===== src/verilog/rv_pipe_pkg.sv =====
`default_nettype none

package rv_pipe_pkg;

  localparam int XLEN    = 16;
  localparam int PC_W    = 6;
  localparam int INSTR_W = 16;
  localparam int REG_N   = 8;
  localparam int REG_W   = $clog2(REG_N);
  localparam int OPC_W   = 4;
  localparam int IMM_W   = INSTR_W - OPC_W - 2 * REG_W;

  // Codes outside this list decode as OP_NOP
  typedef enum logic [OPC_W-1:0] {
    OP_NOP  = 4'd0,
    OP_LI   = 4'd1,
    OP_ADD  = 4'd2,
    OP_ADDI = 4'd3,
    OP_MUL  = 4'd4,
    OP_BNEZ = 4'd5
  } opcode_e;

  typedef enum logic {
    ST_IDLE,
    ST_MUL
  } exec_state_e;

  // Raw instruction word, opcode in the top bits
  typedef struct packed {
    logic [OPC_W-1:0] op;
    logic [REG_W-1:0] rd;
    logic [REG_W-1:0] rs;
    logic [IMM_W-1:0] imm;
  } instr_t;

  typedef struct packed {
    logic [PC_W-1:0] pc;
    instr_t          instr;
  } fetch_pkt_t;

  typedef struct packed {
    logic [PC_W-1:0]  pc;
    opcode_e          op;
    logic [REG_W-1:0] rd;
    logic [REG_W-1:0] rs;
    logic [XLEN-1:0]  imm;
  } dec_pkt_t;

  typedef struct packed {
    logic [PC_W-1:0]  pc;
    opcode_e          op;
    logic             we;
    logic [REG_W-1:0] rd;
    logic [XLEN-1:0]  data;
  } retire_t;

  typedef struct packed {
    logic            valid;
    logic [PC_W-1:0] target;
  } redirect_t;

endpackage

`default_nettype wire


===== src/verilog/pipe_ctrl.sv =====
`default_nettype none

module pipe_ctrl #(
  parameter int REG = 1
) (
  input  logic clk,
  input  logic rst_n,
  input  logic valid_i,
  input  logic ready_i,
  input  logic stall_i,
  input  logic flush_i,
  input  logic bubble_i,
  output logic valid_o,
  output logic advance_o,
  output logic flush_o,
  output logic bubble_o
);

  generate
    if (REG != 0) begin : g_reg
      logic valid_q;
      logic can_accept;
      logic hold;

      assign can_accept = !valid_q || ready_i;
      assign hold       = stall_i || !can_accept;

      // Flush wins over stall and back-pressure
      always_comb begin
        advance_o = 1'b0;
        flush_o   = 1'b0;
        bubble_o  = 1'b0;
        if (flush_i) begin
          flush_o = 1'b1;
        end else if (!hold) begin
          if (bubble_i) begin
            bubble_o = 1'b1;
          end else if (valid_i) begin
            advance_o = 1'b1;
          end
        end
      end

      always_ff @(posedge clk) begin
        if (!rst_n) begin
          valid_q <= 1'b0;
        end else if (flush_o || bubble_o) begin
          valid_q <= 1'b0;
        end else if (!hold) begin
          valid_q <= valid_i;
        end
      end

      assign valid_o = valid_q;
    end else begin : g_pass
      // Combinational stage, nothing is held here
      assign valid_o   = valid_i;
      assign advance_o = 1'b1;
      assign flush_o   = 1'b0;
      assign bubble_o  = 1'b0;
    end
  endgenerate

  a_one_action: assert property (@(posedge clk) disable iff (!rst_n)
    $onehot0({advance_o, flush_o, bubble_o}))
    else $error("pipe_ctrl: more than one action in a cycle");

  a_flush_clears: assert property (@(posedge clk) disable iff (!rst_n)
    flush_o |=> !valid_o)
    else $error("pipe_ctrl: stage still valid after flush");

endmodule

`default_nettype wire


===== src/verilog/fetch_unit.sv =====
`default_nettype none

module fetch_unit
  import rv_pipe_pkg::*;
#(
  parameter int FETCH_REG = 1
) (
  input  logic               clk,
  input  logic               rst_n,
  output logic [PC_W-1:0]    imem_addr_o,
  input  logic [INSTR_W-1:0] imem_data_i,
  input  redirect_t          redirect_i,
  input  logic               accept_i,
  output logic               valid_o,
  output fetch_pkt_t         pkt_o
);

  logic [PC_W-1:0] pc;
  fetch_pkt_t      cur_pkt;
  logic            advance;
  logic            step;

  assign imem_addr_o   = pc;
  assign cur_pkt.pc    = pc;
  assign cur_pkt.instr = instr_t'(imem_data_i);

  // The word read on a redirect cycle is on the wrong path
  pipe_ctrl #(
    .REG(FETCH_REG)
  ) i_pipe_ctrl (
    .clk      (clk),
    .rst_n    (rst_n),
    .valid_i  (!redirect_i.valid),
    .ready_i  (accept_i),
    .stall_i  (1'b0),
    .flush_i  (redirect_i.valid),
    .bubble_i (1'b0),
    .valid_o  (valid_o),
    .advance_o(advance),
    .flush_o  (),
    .bubble_o ()
  );

  // Registered slot takes the word at pc, passthrough needs decode to take it
  assign step = advance && ((FETCH_REG != 0) || (valid_o && accept_i));

  always_ff @(posedge clk) begin
    if (!rst_n) begin
      pc <= '0;
    end else if (redirect_i.valid) begin
      pc <= redirect_i.target;
    end else if (step) begin
      pc <= pc + 1'b1;
    end
  end

  generate
    if (FETCH_REG != 0) begin : g_slot
      fetch_pkt_t slot;

      always_ff @(posedge clk) begin
        if (advance) begin
          slot <= cur_pkt;
        end
      end

      assign pkt_o = slot;
    end else begin : g_direct
      assign pkt_o = cur_pkt;
    end
  endgenerate

endmodule

`default_nettype wire


===== src/verilog/decode_stage.sv =====
`default_nettype none

module decode_stage
  import rv_pipe_pkg::*;
(
  input  logic       clk,
  input  logic       rst_n,
  input  logic       valid_i,
  input  fetch_pkt_t pkt_i,
  input  logic       halt_i,
  input  logic       pause_i,
  input  logic       flush_i,
  input  logic       ready_i,
  output logic       accept_o,
  output logic       valid_o,
  output dec_pkt_t   pkt_o
);

  logic     stage_valid;
  opcode_e  dec_op;
  dec_pkt_t dec_pkt;

  pipe_ctrl #(
    .REG(1)
  ) i_pipe_ctrl (
    .clk      (clk),
    .rst_n    (rst_n),
    .valid_i  (valid_i),
    .ready_i  (ready_i),
    .stall_i  (halt_i),
    .flush_i  (flush_i),
    .bubble_i (pause_i),
    .valid_o  (stage_valid),
    .advance_o(accept_o),
    .flush_o  (),
    .bubble_o ()
  );

  always_comb begin
    case (pkt_i.instr.op)
      OP_LI, OP_ADD, OP_ADDI, OP_MUL, OP_BNEZ: dec_op = opcode_e'(pkt_i.instr.op);
      default:                                 dec_op = OP_NOP;
    endcase
  end

  assign dec_pkt.pc  = pkt_i.pc;
  assign dec_pkt.op  = dec_op;
  assign dec_pkt.rd  = pkt_i.instr.rd;
  assign dec_pkt.rs  = pkt_i.instr.rs;
  assign dec_pkt.imm = {{(XLEN - IMM_W){pkt_i.instr.imm[IMM_W-1]}}, pkt_i.instr.imm};

  always_ff @(posedge clk) begin
    if (accept_o) begin
      pkt_o <= dec_pkt;
    end
  end

  // A frozen stage must not hand the same instruction to execute twice
  assign valid_o = stage_valid && !halt_i;

  // Held means frozen by halt or waiting on execute
  a_payload_stable: assert property (@(posedge clk) disable iff (!rst_n)
    (stage_valid && (halt_i || !ready_i)) |=> $stable(pkt_o))
    else $error("decode_stage: payload changed while held");

endmodule

`default_nettype wire


===== src/verilog/exec_stage.sv =====
`default_nettype none

module exec_stage
  import rv_pipe_pkg::*;
(
  input  logic      clk,
  input  logic      rst_n,
  input  logic      valid_i,
  input  dec_pkt_t  pkt_i,
  input  logic      retire_ready_i,
  output logic      ready_o,
  output redirect_t redirect_o,
  output logic      retire_valid_o,
  output retire_t   retire_o
);

  localparam int CNT_W = $clog2(XLEN);

  logic [XLEN-1:0] rf [REG_N];

  exec_state_e     state;
  logic            ex_valid;
  dec_pkt_t        ex_pkt;

  // Shift-add multiplier
  logic [XLEN-1:0] mul_a;
  logic [XLEN-1:0] mul_b;
  logic [XLEN-1:0] mul_acc;
  logic [CNT_W-1:0] mul_cnt;
  logic [XLEN-1:0] mul_sum;
  logic            mul_last;

  logic [XLEN-1:0] rd_val;
  logic [XLEN-1:0] rs_val;
  logic [XLEN-1:0] result;
  logic            wen;
  logic            taken;
  logic [PC_W-1:0] target;
  logic            retire_free;
  logic            done;
  retire_t         retire_next;

  assign rd_val      = rf[ex_pkt.rd];
  assign rs_val      = rf[ex_pkt.rs];
  assign mul_sum     = mul_acc + (mul_b[0] ? mul_a : '0);
  assign mul_last    = (state == ST_MUL) && (mul_cnt == CNT_W'(XLEN - 1));
  assign retire_free = !retire_valid_o || retire_ready_i;
  assign target      = ex_pkt.pc + ex_pkt.imm[PC_W-1:0];

  always_comb begin
    result = '0;
    wen    = 1'b0;
    taken  = 1'b0;
    case (ex_pkt.op)
      OP_LI: begin
        result = ex_pkt.imm;
        wen    = 1'b1;
      end
      OP_ADD: begin
        result = rd_val + rs_val;
        wen    = 1'b1;
      end
      OP_ADDI: begin
        result = rd_val + ex_pkt.imm;
        wen    = 1'b1;
      end
      OP_MUL: begin
        result = mul_sum;
        wen    = 1'b1;
      end
      OP_BNEZ: taken = (rs_val != '0);
      default: ;
    endcase
  end

  // MUL completes on its last shift step, the rest in their first cycle
  assign done = ex_valid && retire_free && ((ex_pkt.op != OP_MUL) || mul_last);

  // No new instruction while a taken branch retires or its redirect is out
  assign ready_o = (!ex_valid || done) && !(done && taken) && !redirect_o.valid;

  always_ff @(posedge clk) begin
    if (!rst_n) begin
      ex_valid       <= 1'b0;
      state          <= ST_IDLE;
      retire_valid_o <= 1'b0;
      redirect_o     <= '0;
    end else begin
      if (ready_o) begin
        ex_valid <= valid_i;
      end else if (done) begin
        ex_valid <= 1'b0;
      end

      case (state)
        ST_IDLE: begin
          if (ex_valid && (ex_pkt.op == OP_MUL)) begin
            state <= ST_MUL;
          end
        end
        ST_MUL: begin
          if (done) begin
            state <= ST_IDLE;
          end
        end
        default: state <= ST_IDLE;
      endcase

      if (done) begin
        retire_valid_o <= 1'b1;
      end else if (retire_ready_i) begin
        retire_valid_o <= 1'b0;
      end

      redirect_o.valid  <= done && taken;
      redirect_o.target <= target;
    end
  end

  always_ff @(posedge clk) begin
    if (ready_o && valid_i) begin
      ex_pkt <= pkt_i;
    end
  end

  // Operands are latched when the multiply starts
  always_ff @(posedge clk) begin
    if ((state == ST_IDLE) && ex_valid && (ex_pkt.op == OP_MUL)) begin
      mul_a   <= rd_val;
      mul_b   <= rs_val;
      mul_acc <= '0;
      mul_cnt <= '0;
    end else if ((state == ST_MUL) && !mul_last) begin
      mul_acc <= mul_sum;
      mul_a   <= mul_a << 1;
      mul_b   <= mul_b >> 1;
      mul_cnt <= mul_cnt + 1'b1;
    end
  end

  assign retire_next.pc   = ex_pkt.pc;
  assign retire_next.op   = ex_pkt.op;
  assign retire_next.we   = wen;
  assign retire_next.rd   = ex_pkt.rd;
  assign retire_next.data = result;

  always_ff @(posedge clk) begin
    if (done) begin
      retire_o <= retire_next;
      if (wen) begin
        rf[ex_pkt.rd] <= result;
      end
    end
  end

  a_retire_stable: assert property (@(posedge clk) disable iff (!rst_n)
    (retire_valid_o && !retire_ready_i) |=> (retire_valid_o && $stable(retire_o)))
    else $error("exec_stage: retire changed under back-pressure");

  a_redirect_pulse: assert property (@(posedge clk) disable iff (!rst_n)
    redirect_o.valid |=> !redirect_o.valid)
    else $error("exec_stage: redirect valid on two cycles in a row");

endmodule

`default_nettype wire


===== src/verilog/rv_pipe_top.sv =====
`default_nettype none

module rv_pipe_top
  import rv_pipe_pkg::*;
#(
  parameter int FETCH_REG = 1
) (
  input  logic               clk,
  input  logic               rst_n,
  output logic [PC_W-1:0]    imem_addr_o,
  input  logic [INSTR_W-1:0] imem_data_i,
  input  logic               halt_i,
  input  logic               pause_i,
  output logic               retire_valid_o,
  input  logic               retire_ready_i,
  output retire_t            retire_o
);

  logic       fetch_valid;
  fetch_pkt_t fetch_pkt;
  logic       dec_accept;
  logic       dec_valid;
  dec_pkt_t   dec_pkt;
  logic       exec_ready;
  redirect_t  redirect;

  fetch_unit #(
    .FETCH_REG(FETCH_REG)
  ) i_fetch_unit (
    .clk        (clk),
    .rst_n      (rst_n),
    .imem_addr_o(imem_addr_o),
    .imem_data_i(imem_data_i),
    .redirect_i (redirect),
    .accept_i   (dec_accept),
    .valid_o    (fetch_valid),
    .pkt_o      (fetch_pkt)
  );

  decode_stage i_decode_stage (
    .clk     (clk),
    .rst_n   (rst_n),
    .valid_i (fetch_valid),
    .pkt_i   (fetch_pkt),
    .halt_i  (halt_i),
    .pause_i (pause_i),
    .flush_i (redirect.valid),
    .ready_i (exec_ready),
    .accept_o(dec_accept),
    .valid_o (dec_valid),
    .pkt_o   (dec_pkt)
  );

  exec_stage i_exec_stage (
    .clk           (clk),
    .rst_n         (rst_n),
    .valid_i       (dec_valid),
    .pkt_i         (dec_pkt),
    .retire_ready_i(retire_ready_i),
    .ready_o       (exec_ready),
    .redirect_o    (redirect),
    .retire_valid_o(retire_valid_o),
    .retire_o      (retire_o)
  );

endmodule

`default_nettype wire


===== config.mk =====
export PLATFORM = sky130hd
export DESIGN_NAME = rv_pipe_top
export DESIGN_NICKNAME = d
export VERILOG_FILES = /design/src/verilog/rv_pipe_pkg.sv /design/src/verilog/pipe_ctrl.sv /design/src/verilog/fetch_unit.sv /design/src/verilog/decode_stage.sv /design/src/verilog/exec_stage.sv /design/src/verilog/rv_pipe_top.sv
export SDC_FILE = /design/constraint.sdc
export NUM_CORES = 1
export LEC_CHECK = 0
export ABC_AREA = 1
export BUFFER_PORTS_ARGS = -buffer_cell sky130_fd_sc_hd__buf_2
export CAP_MARGIN = 20
export CORE_UTILIZATION = 50
export DETAILED_ROUTE_END_ITERATION = 6
export HOLD_SLACK_MARGIN = 0.1
export PLACE_DENSITY = 0.72
export SLEW_MARGIN = 25
export SYNTH_ARGS = -nofsm -noshare
export SYNTH_HDL_FRONTEND = slang
export SYNTH_SLANG_ARGS = --single-unit

===== constraint.sdc =====
create_clock -name clk -period 8.5 [get_ports clk]
set_input_delay 1.7 -clock clk [delete_from_list [all_inputs] [get_ports clk]]
set_output_delay 1.7 -clock clk [all_outputs]
set_load 0.02 [all_outputs]

; ---- Word-level counts from Yosys, hierarchy flattened
; Memory sizes are Yosys's and may differ from the RTL's. A register that Yosys moved wholly into a read port is not among the register bits.
; Index checks and enable logic that the tools add are counted.
[totals]
ff_bits = 166
mem_count = 1
ramBits = 128
in_bits = 21
output_inout_bits = 37
wordCells = 122
[classes]
n_reduce_logical = 37
eq_ne = 12
bitwise_logic = 2
mux = 32
addsub = 6
[memory_table]
columns = memory, words, width, read_ports, rd_ports_with_merged_regs, wr, line_no
row1 = i_exec_stage.rf, 8, 16, 2, 2, 1, exec_stage.sv:19  ; logic [XLEN-1:0] rf [REG_N];
[op_table]
columns = operator, count
row1 = 2-to-1 mux 16 bit, 5
row2 = case mux 16 bit (4 select lines), 1
row3 = adder 16 bit, 3
row4 = 2-to-1 mux 1 bit, 21
row5 = "== test 4 x 2 -> 1 bit, second input constant", 4
row6 = "== test 4 x 3 -> 1 bit, second input constant", 4
row7 = nonzero test 16 bit, 1
row8 = logical AND 1 bit, 12
row9 = 2-to-1 mux 6 bit, 2
row10 = zero test 1 bit, 9
row11 = "== test 4 x 1 -> 1 bit, second input constant", 2
row12 = nonzero test 2 bit, 4
row13 = logical OR 1 bit, 7
row14 = "adder 6 x 1 -> 6 bit, second input constant", 1
row15 = adder 6 bit, 1
row16 = 2-to-1 mux 3 bit, 2
row17 = OR reduction 5 bit, 1
row18 = "adder 4 x 1 -> 4 bit, second input constant", 1
row19 = "== test 4 bit, second input constant", 1
row20 = "!= test 4 x 3 -> 1 bit, second input constant", 1
row21 = OR reduction 2 bit, 2
row22 = OR reduction 4 bit, 1
row23 = inverter 1 bit, 2
row24 = case mux 1 bit (2 select lines), 1

; ---- Logic depth before layout (Yosys ltp)
; Gate-level depths: netlist of the first run.
[logic_depth]
ltp_word = 18
depth_mapped = 27
ltp_nobuf = 26

; ---- Modules after synthesis
; Synthesis of the first run repeated with hierarchy kept, for this count alone.
[unflattened]
hier_cells = 1684
area_unflattened_um2 = 15325.9
[by_module_without_submodules]
columns = mod, seq_area_each_um2, n_inst, area_per_inst_um2, cells_each
row1 = exec_stage, 7387.1, 1, 13339.0, 1534
row2 = fetch_unit, 780.7, 1, 1001.0, 75
row3 = decode_stage, 660.6, 1, 785.8, 43
row4 = pipe_ctrl, 20.0, 2, 100.1, 16

; ---- Worst setup path before layout of the first run
; No wires, ideal clock.
[synth_timing]
path_type = in2reg
start = input retire_ready_i
end = register i_fetch_unit.g_slot.slot (netlist bit i_fetch_unit.pkt_o[0]) (enable)
path_stages = 10
arrival_ps = 4222
t_required_ps = 8092
slack_ps = 3870
n_path_buf = 0
setup_ps = 408
path_cell_list = nor2_1 inv_1 nand3_1 inv_1 nor2_1 nor2_1 nand2_1 nand2_2 nand3_4 a21oi_1
[synth_between]
elab_chain_len = 15
word_cells_on_any_way = 16
cone_classes = mux: 4 / reduce/logical: 12
[synth_lines]
columns = element, line_no
row1 = "start, declared", rv_pipe_top.sv:15  ; input logic retire_ready_i,
row2 = logical OR 1 bit (*), exec_stage.sv:47  ; assign retire_free = !retire_valid_o || retire_ready_i;
row3 = logical AND 1 bit (*) (2 in a row), exec_stage.sv:77  ; assign done = ex_valid && retire_free && ((ex_pkt.op != OP_MUL) || mul_last);
row4 = named net i_exec_stage.done, exec_stage.sv:40  ; logic done;
row5 = logical AND 1 bit, exec_stage.sv:80  ; assign ready_o = (!ex_valid || done) && !(done && taken) && !redirect_o.valid;
row6 = zero test 1 bit, exec_stage.sv:80
row7 = logical AND 1 bit (*) (2 in a row), exec_stage.sv:80
row8 = logical OR 1 bit (*), pipe_ctrl.sv:25  ; assign can_accept = !valid_q || ready_i;
row9 = zero test 1 bit (*), pipe_ctrl.sv:26  ; assign hold = stall_i || !can_accept;
row10 = logical OR 1 bit (*), pipe_ctrl.sv:26
row11 = 2-to-1 mux 1 bit (*), pipe_ctrl.sv:35  ; end else if (!hold) begin
row12 = 2-to-1 mux 1 bit (*), pipe_ctrl.sv:33  ; if (flush_i) begin
row13 = logical OR 1 bit (*), pipe_ctrl.sv:25
row14 = 2-to-1 mux 1 bit (*), pipe_ctrl.sv:35
row15 = 2-to-1 mux 1 bit (*), pipe_ctrl.sv:33
row16 = named net i_fetch_unit.advance, fetch_unit.sv:20  ; logic advance;
row17 = "end signal, assigned", fetch_unit.sv:63  ; slot <= cur_pkt;
row18 = "end, declared", fetch_unit.sv:59  ; fetch_pkt_t slot;
; The timed path passes the listed nets; every way through them passes the cells marked *.
; A chain may end at the register's enable or synchronous reset.

==> results_dict.tcl, run 1 <==
set metrics [dict create \
    crit_family "simple AND/OR/NAND/NOR gates" \
    yosysWarnings 0 \
    root_buffer "clkbuf_16" \
    syn_inst 1566 \
    dr.pass1.iters 6 \
    post_cts_buffers 0 \
    grt_pass1_vias 10500 \
    yosysTopAreaCellShare_pct 52.8 \
    drtIter0Drc 1209 \
    layout.cells.non_filler 2015 \
    cts_htree_levels 1 \
    clk_latency_ps 570 \
    track_usage_pct 23.4 \
    syn_area_per_cell_sq_um 9.30 \
    post_cts_resized 0 \
    fin_ws_ps 3500 \
    cts_num_sinks 300 \
    path_buf_inv 5 \
    io_pins 58 \
    synth_edf_count 256 \
    areaGrowthSynthToFinish_pct 11.0 \
    pre_cts_ws_ps 3650 \
    grt_pass1_wl_um 55000 \
    diodes 0 \
    coreArea_sq_mm 0.0287 \
    arrival_ps 5190 \
    final_antenna_net_count 0 \
    drc 0 \
    final-hold-violation-count 0 \
    timing.hold.ws_ps 416 \
    critPathKind "reg -> reg" \
    holdBufCountCts 0 \
    fin_skew_ps 21.0 \
    ys_ff_latch 300 \
    ir_drop_mv 0.192 \
    critPathMaxStageDelay_ps 650 \
    cts_buffers 30 \
    cts_buffer_depth 3 \
    post_dp_cell_area_sq_mm 0.0152 \
    dieHeight_um 173 \
    wire_per_inst_um 17.3 \
    slew_headroom_pct 37.0 \
    gp_congestion 0.876 \
    tightest_slew_ps 946 \
    maxCapViolCount 0 \
    crit_path_frequent_cell "nand2_1" \
    yosys.area.top_type "edfxtp_1" \
    slew_viol_final 0 \
    synth_area_sq_mm 0.0146 \
    rsz0062_at_grt "false" \
    power.switching_uw 715 \
    dp_hpwl_um 22600 \
    period_minus_slack_ps 5000 \
    crit_required_ps 8690 \
    die_area_sq_mm 0.0298 \
    synthTopCellsByArea "edfxtp_1, nand2_1, dfxtp_1" \
    grt-ovfl-total 0 \
    io_buffers 57 \
    internal-power_mw 2.48 \
    synth_seq_area_share_pct 58.8 \
    yosys.cell_types.count 45 \
    syn_nets 1627 \
    vias_per_cell 5.42 \
    setup_viol_count_final 0 \
    p_per_area_mw_per_mm2 198 \
    cp-start-kind "flip-flop" \
    fmax_mhz 200 \
    initial_core_util_pct 50.7 \
    dp.cells 1959 \
    cts_tree "done" \
    fin_tns_setup_ps 0 \
    yosys_most_used_dff "edfxtp_1" \
    num_rows 62 \
    critPathSlowestCell "buf_4" \
    endpoint_kind "flip-flop" \
    antenna_found_initial 0 \
    status "complete, no violations" \
    postLayoutCellArea_sq_mm 0.0162 \
    grt_start_max_net_pins 84 \
    cp_max_fo 83 \
    dieWidth_um 173 \
    async_flop_share_pct 0 \
    swShare_pct 22.4 \
    pwr-share-clk_pct 41.7 \
    leakagePower_nw 6.99 \
    period_share_pct 58.8 \
    min_path_type "reg -> reg" \
    num_vias 10900 \
    clk_pin_slew_ps 60 \
    drive_gt1_share_pct 8.40 \
    min-delay-start "i_decode_stage.pkt_o[23]" \
    nets 1668 \
    routed_wl_um 34900 \
    pwr-share-seq_pct 51.3 \
    combPwrFrac_pct 7.0 \
]
[routing by layer]
layer / wire, um / global-route usage, % / up-vias
met5: 0 / 0 / -
met4: 1200 / 9.86 / 0
met3: 2390 / 3.30 / 80
met2: 16700 / 39.0 / 432
met1: 14600 / 30.7 / 5090
li1: - / - / 5323
[kinds of logic after synthesis]
family	after synthesis	synth area share, %
other	1	0.0258
XOR/XNOR	20	1.20
multiplexers	1	0.0687
AND/OR/NAND/NOR	655	18.2
flip-flops	300	58.8
buffers and inverters	265	7.40
adder cells (fa/ha/maj)	40	3.59
AO/OA/AOI/OAI	284	10.7
[cell usage after synthesis (2+ instances only)]
| master | count |
|---|---|
| o221ai_1 | 3 |
| a21o_1 | 3 |
| edfxtp_1 | 256 |
| or2_2 | 3 |
| nand3_1 | 82 |
| nand3b_1 | 2 |
| a21boi_0 | 3 |
| buf_2 | 12 |
| nand3_4 | 2 |
| buf_4 | 2 |
| fa_1 | 3 |
| a31oi_1 | 15 |
| o31ai_1 | 2 |
| nor2_1 | 97 |
| inv_1 | 194 |
| o21ai_0 | 134 |
| nand4_1 | 9 |
| buf_6 | 8 |
| nand2_1 | 451 |
| a221oi_1 | 11 |
| buf_1 | 3 |
| nor3_1 | 5 |
| a21oi_1 | 93 |
| o211ai_1 | 8 |
| ha_1 | 37 |
| xor2_1 | 11 |
| o21bai_1 | 2 |
| clkinv_1 | 3 |
| clkbuf_1 | 41 |
| dfxtp_1 | 44 |
| xnor2_1 | 9 |
| inv_2 | 2 |
| o21ai_1 | 4 |
[layout make-up]
cell class | instances | area (sq um)
fill | 2467 | 12500
inverter | 199 | 747
clock buffer | 44 | 853
tap | 384 | 480
clock inverter | 12 | 146
timing repair buffer | 75 | 420
sequential | 300 | 8570
multi-input combinational | 1001 | 4940
[final timing paths]
check | slack [ps] | end | cells past startpoint
max | 3500 | i_exec_stage.retire_o[11] | 26
max reg2reg | 3500 | i_exec_stage.retire_o[11] | 26
min | 420 | i_exec_stage.ex_pkt[23] | 0
min reg2reg | 420 | i_exec_stage.ex_pkt[23] | 0
[worst reg2reg max path: cells and delay by family, from the launching register on]
family | cells | cell delay (ps)
adder cells (fa/ha/maj) | 1 | 280
AO/OA/AOI/OAI | 5 | 810
buffers and inverters | 5 | 1600
AND/OR/NAND/NOR | 15 | 1620
flip-flops | 1 | 310
[layout by cell type (no fill, tap or decap), types with 4 or more instances in the layout]
| cell | count |
|---|---|
| a21oi_1 | 92 |
| xnor2_1 | 9 |
| clkbuf_8 | 5 |
| clkinv_2 | 5 |
| a31oi_1 | 15 |
| inv_1 | 192 |
| dfxtp_1 | 42 |
| clkbuf_1 | 9 |
| o21ai_1 | 4 |
| o211ai_1 | 8 |
| nand4_1 | 9 |
| inv_2 | 4 |
| buf_2 | 57 |
| nand3_1 | 82 |
| buf_4 | 18 |
| xor2_1 | 11 |
| nor3_1 | 4 |
| o21ai_0 | 134 |
| ha_1 | 37 |
| nor2_1 | 96 |
| nand2_1 | 451 |
| edfxtp_1 | 256 |
| clkinv_1 | 5 |
| a221oi_1 | 11 |
| clkbuf_16 | 30 |
[flip-flops by register name, summed over array words and instances (netlist names), 4 cells and up, named ones only]
name / count
i_exec_stage.mul_cnt: 4
i_exec_stage.rf: 128
i_decode_stage.pkt_o: 22
i_exec_stage.mul_a: 16
i_exec_stage.redirect_o: 7
i_fetch_unit.pkt_o: 22
i_fetch_unit.imem_addr_o: 6
i_exec_stage.mul_b: 16
i_exec_stage.ex_pkt: 22
i_exec_stage.mul_acc: 16
i_exec_stage.retire_o: 30
[power groups by stage]
stage	registers (mW)	clock network [mW]	logic (mW)
after floorplan	1.67	0	0.160
after global placement	1.67	0	0.217
after detailed placement	1.67	0	0.220
after CTS	1.64	1.36	0.221
after global routing	1.64	1.41	0.252
final	1.64	1.33	0.222
[metrics by stage]
step,power (mW),util [%]
2_1_floorplan,1.83,-
3_3_place_gp,1.89,52.8
3_5_place_dp,1.89,52.8
4_1_cts,3.22,56.3
5_1_grt,3.31,56.3
6_report,3.20,56.3
Power figures use the tool's default switching activity.
==> run 2: changes to the inputs <==
==> constraint.sdc (replaced) <==
create_clock -name clk -period 5.2 [get_ports clk]
set_input_delay 1.04 -clock clk [delete_from_list [all_inputs] [get_ports clk]]
set_output_delay 1.04 -clock clk [all_outputs]
set_load 0.02 [all_outputs]
==> results_dict.tcl, run 2 (same netlist as run 1, synthesis figures left out) <==
set metrics [dict create \
    period_share_pct 82.7 \
    final_cell_mix "nand2_1, edfxtp_1, inv_1" \
    period_minus_slack_ps 4300 \
    min-delay-start "i_decode_stage.pkt_o[0]" \
    fmax_mhz 232 \
    track_usage_pct 23.4 \
    areaGrowthSynthToFinish_pct 11.7 \
    final_antenna_net_count 0 \
    num_vias 11100 \
    grt_start_max_net_pins 83 \
    min_path_type "reg -> reg" \
    reg2reg_slack_ps 900 \
    rsz0062_at_grt "false" \
    clk_latency_ps 520 \
    arrival_ps 4500 \
    grt_pass1_wl_um 54700 \
    p_total_mw 5.30 \
    initial_core_util_pct 50.7 \
    drc 0 \
    leakagePower_nw 7.06 \
    grt-ovfl-total 0 \
    holdBufCountCts 0 \
    grt_pass1_vias 10600 \
    dp_hpwl_um 22600 \
    crit_required_ps 5400 \
    dp.cells 1969 \
    drive_gt1_share_pct 8.94 \
    timing.hold.ws_ps 418 \
    fin_tns_setup_ps 0 \
    largest_register_ff_count 128 \
    cts_htree_levels 2 \
    post_dp_cell_area_sq_mm 0.0152 \
    dieWidth_um 173 \
    fin_skew_ps 19.6 \
    critPathKind "reg -> reg" \
    cp_max_fo 82 \
    num_rows 62 \
    pre_cts_ws_ps 965 \
    root_buffer "clkbuf_16" \
    io_buffers 57 \
    p_per_area_mw_per_mm2 326 \
    clk_pin_slew_ps 60 \
    cts_tree "done" \
    antenna_found_initial 0 \
    post_cts_buffers 0 \
    postLayoutCoreUtil_pct 56.7 \
    dieHeight_um 173 \
    vias_per_cell 5.48 \
    wire_per_inst_um 17.1 \
    io_pins 58 \
    diodes 0 \
    endpoint_kind "flip-flop" \
    maxCapViolCount 0 \
    slew_viol_final 0 \
    final-hold-violation-count 0 \
    setup_viol_count_final 0 \
    status "complete, no violations" \
    post_cts_resized 0 \
    drtIter0Drc 1055 \
    dr.pass1.iters 6 \
    layout.cells.non_filler 2029 \
    reg.largest.list "i_exec_stage.rf (128), i_exec_stage.retire_o (30)" \
    routed_wl_um 34800 \
    postLayoutCellArea_sq_mm 0.0163 \
    coreArea_sq_mm 0.0287 \
    cts_buffer_depth 3 \
    cts_num_sinks 300 \
    nets 1682 \
    tightest_slew_ps 991 \
    ir_drop_mv 0.272 \
    slew_headroom_pct 33.9 \
    die_area_sq_mm 0.0298 \
    cp-start-kind "flip-flop" \
    cts_buffers 34 \
    regMostFlops "i_exec_stage.rf" \
    fin_ws_ps 898 \
    final_common_cell "nand2_1" \
    gp_congestion 0.923 \
]
==> run 2: cell types whose count changed in the layout (fill, tap and decap cells not counted), sizes merged <==
cell,change
clkinv,+9
buf,+10
bufinv,-2
clkinvlp,-1
inv,+2
clkbuf,-4
==> run 2: layout make-up <==
| cell class | count | area (sq um) |
|---|---|---|
| Fill cell | 2489 | 12400 |
| Sequential cell | 300 | 8570 |
| Multi-Input combinational cell | 1001 | 4930 |
| Clock buffer | 40 | 895 |
| Inverter | 199 | 747 |
| Timing Repair Buffer | 85 | 495 |
| Tap cell | 384 | 480 |
| Clock inverter | 20 | 148 |
==> run 2: per-layer routing <==
layer	vias to the layer above	global-route usage, %	routed length, um	share of wire (%)
met5	-	0	0	0
met4	0	10.1	1330	3.8
met3	106	2.84	2210	6.4
met2	432	39.4	16700	48
met1	5221	30.4	14500	42
li1	5359	-	-	-
==> run 2: where the power goes <==
part | leakage (nW) | switching [mW] | internal (mW)
sequential | 2.74 | 0.0296 | 2.66
combinational | 3.81 | 0.245 | 0.122
clock | 0.514 | 0.958 | 1.29
==> run 2: worst paths after layout <==
| check | depth (start not counted) | endpoint |
|---|---|---|
| max | 21 | i_exec_stage.rf[5][9] |
| min | 0 | i_exec_stage.ex_pkt[0] |
| max reg2reg | 21 | i_exec_stage.rf[5][9] |
| min reg2reg | 0 | i_exec_stage.ex_pkt[0] |
==> run 2: worst max-delay path, cell delays in order, from the launching register on <==
cell,delay [ps]
dfxtp_2,330
buf_4,660
nor2_1,120
nor2_1,120
nand2_1,60
nand2_1,50
nand2_1,50
nand2_1,140
inv_1,80
o21ai_0,150
ha_1,300
a21oi_1,170
nand2_1,90
nand2_1,90
nand2_1,60
a21oi_1,270
o21ai_0,240
inv_1,100
nor2_1,40
nor2_1,140
xor2_1,90
o211ai_1,630
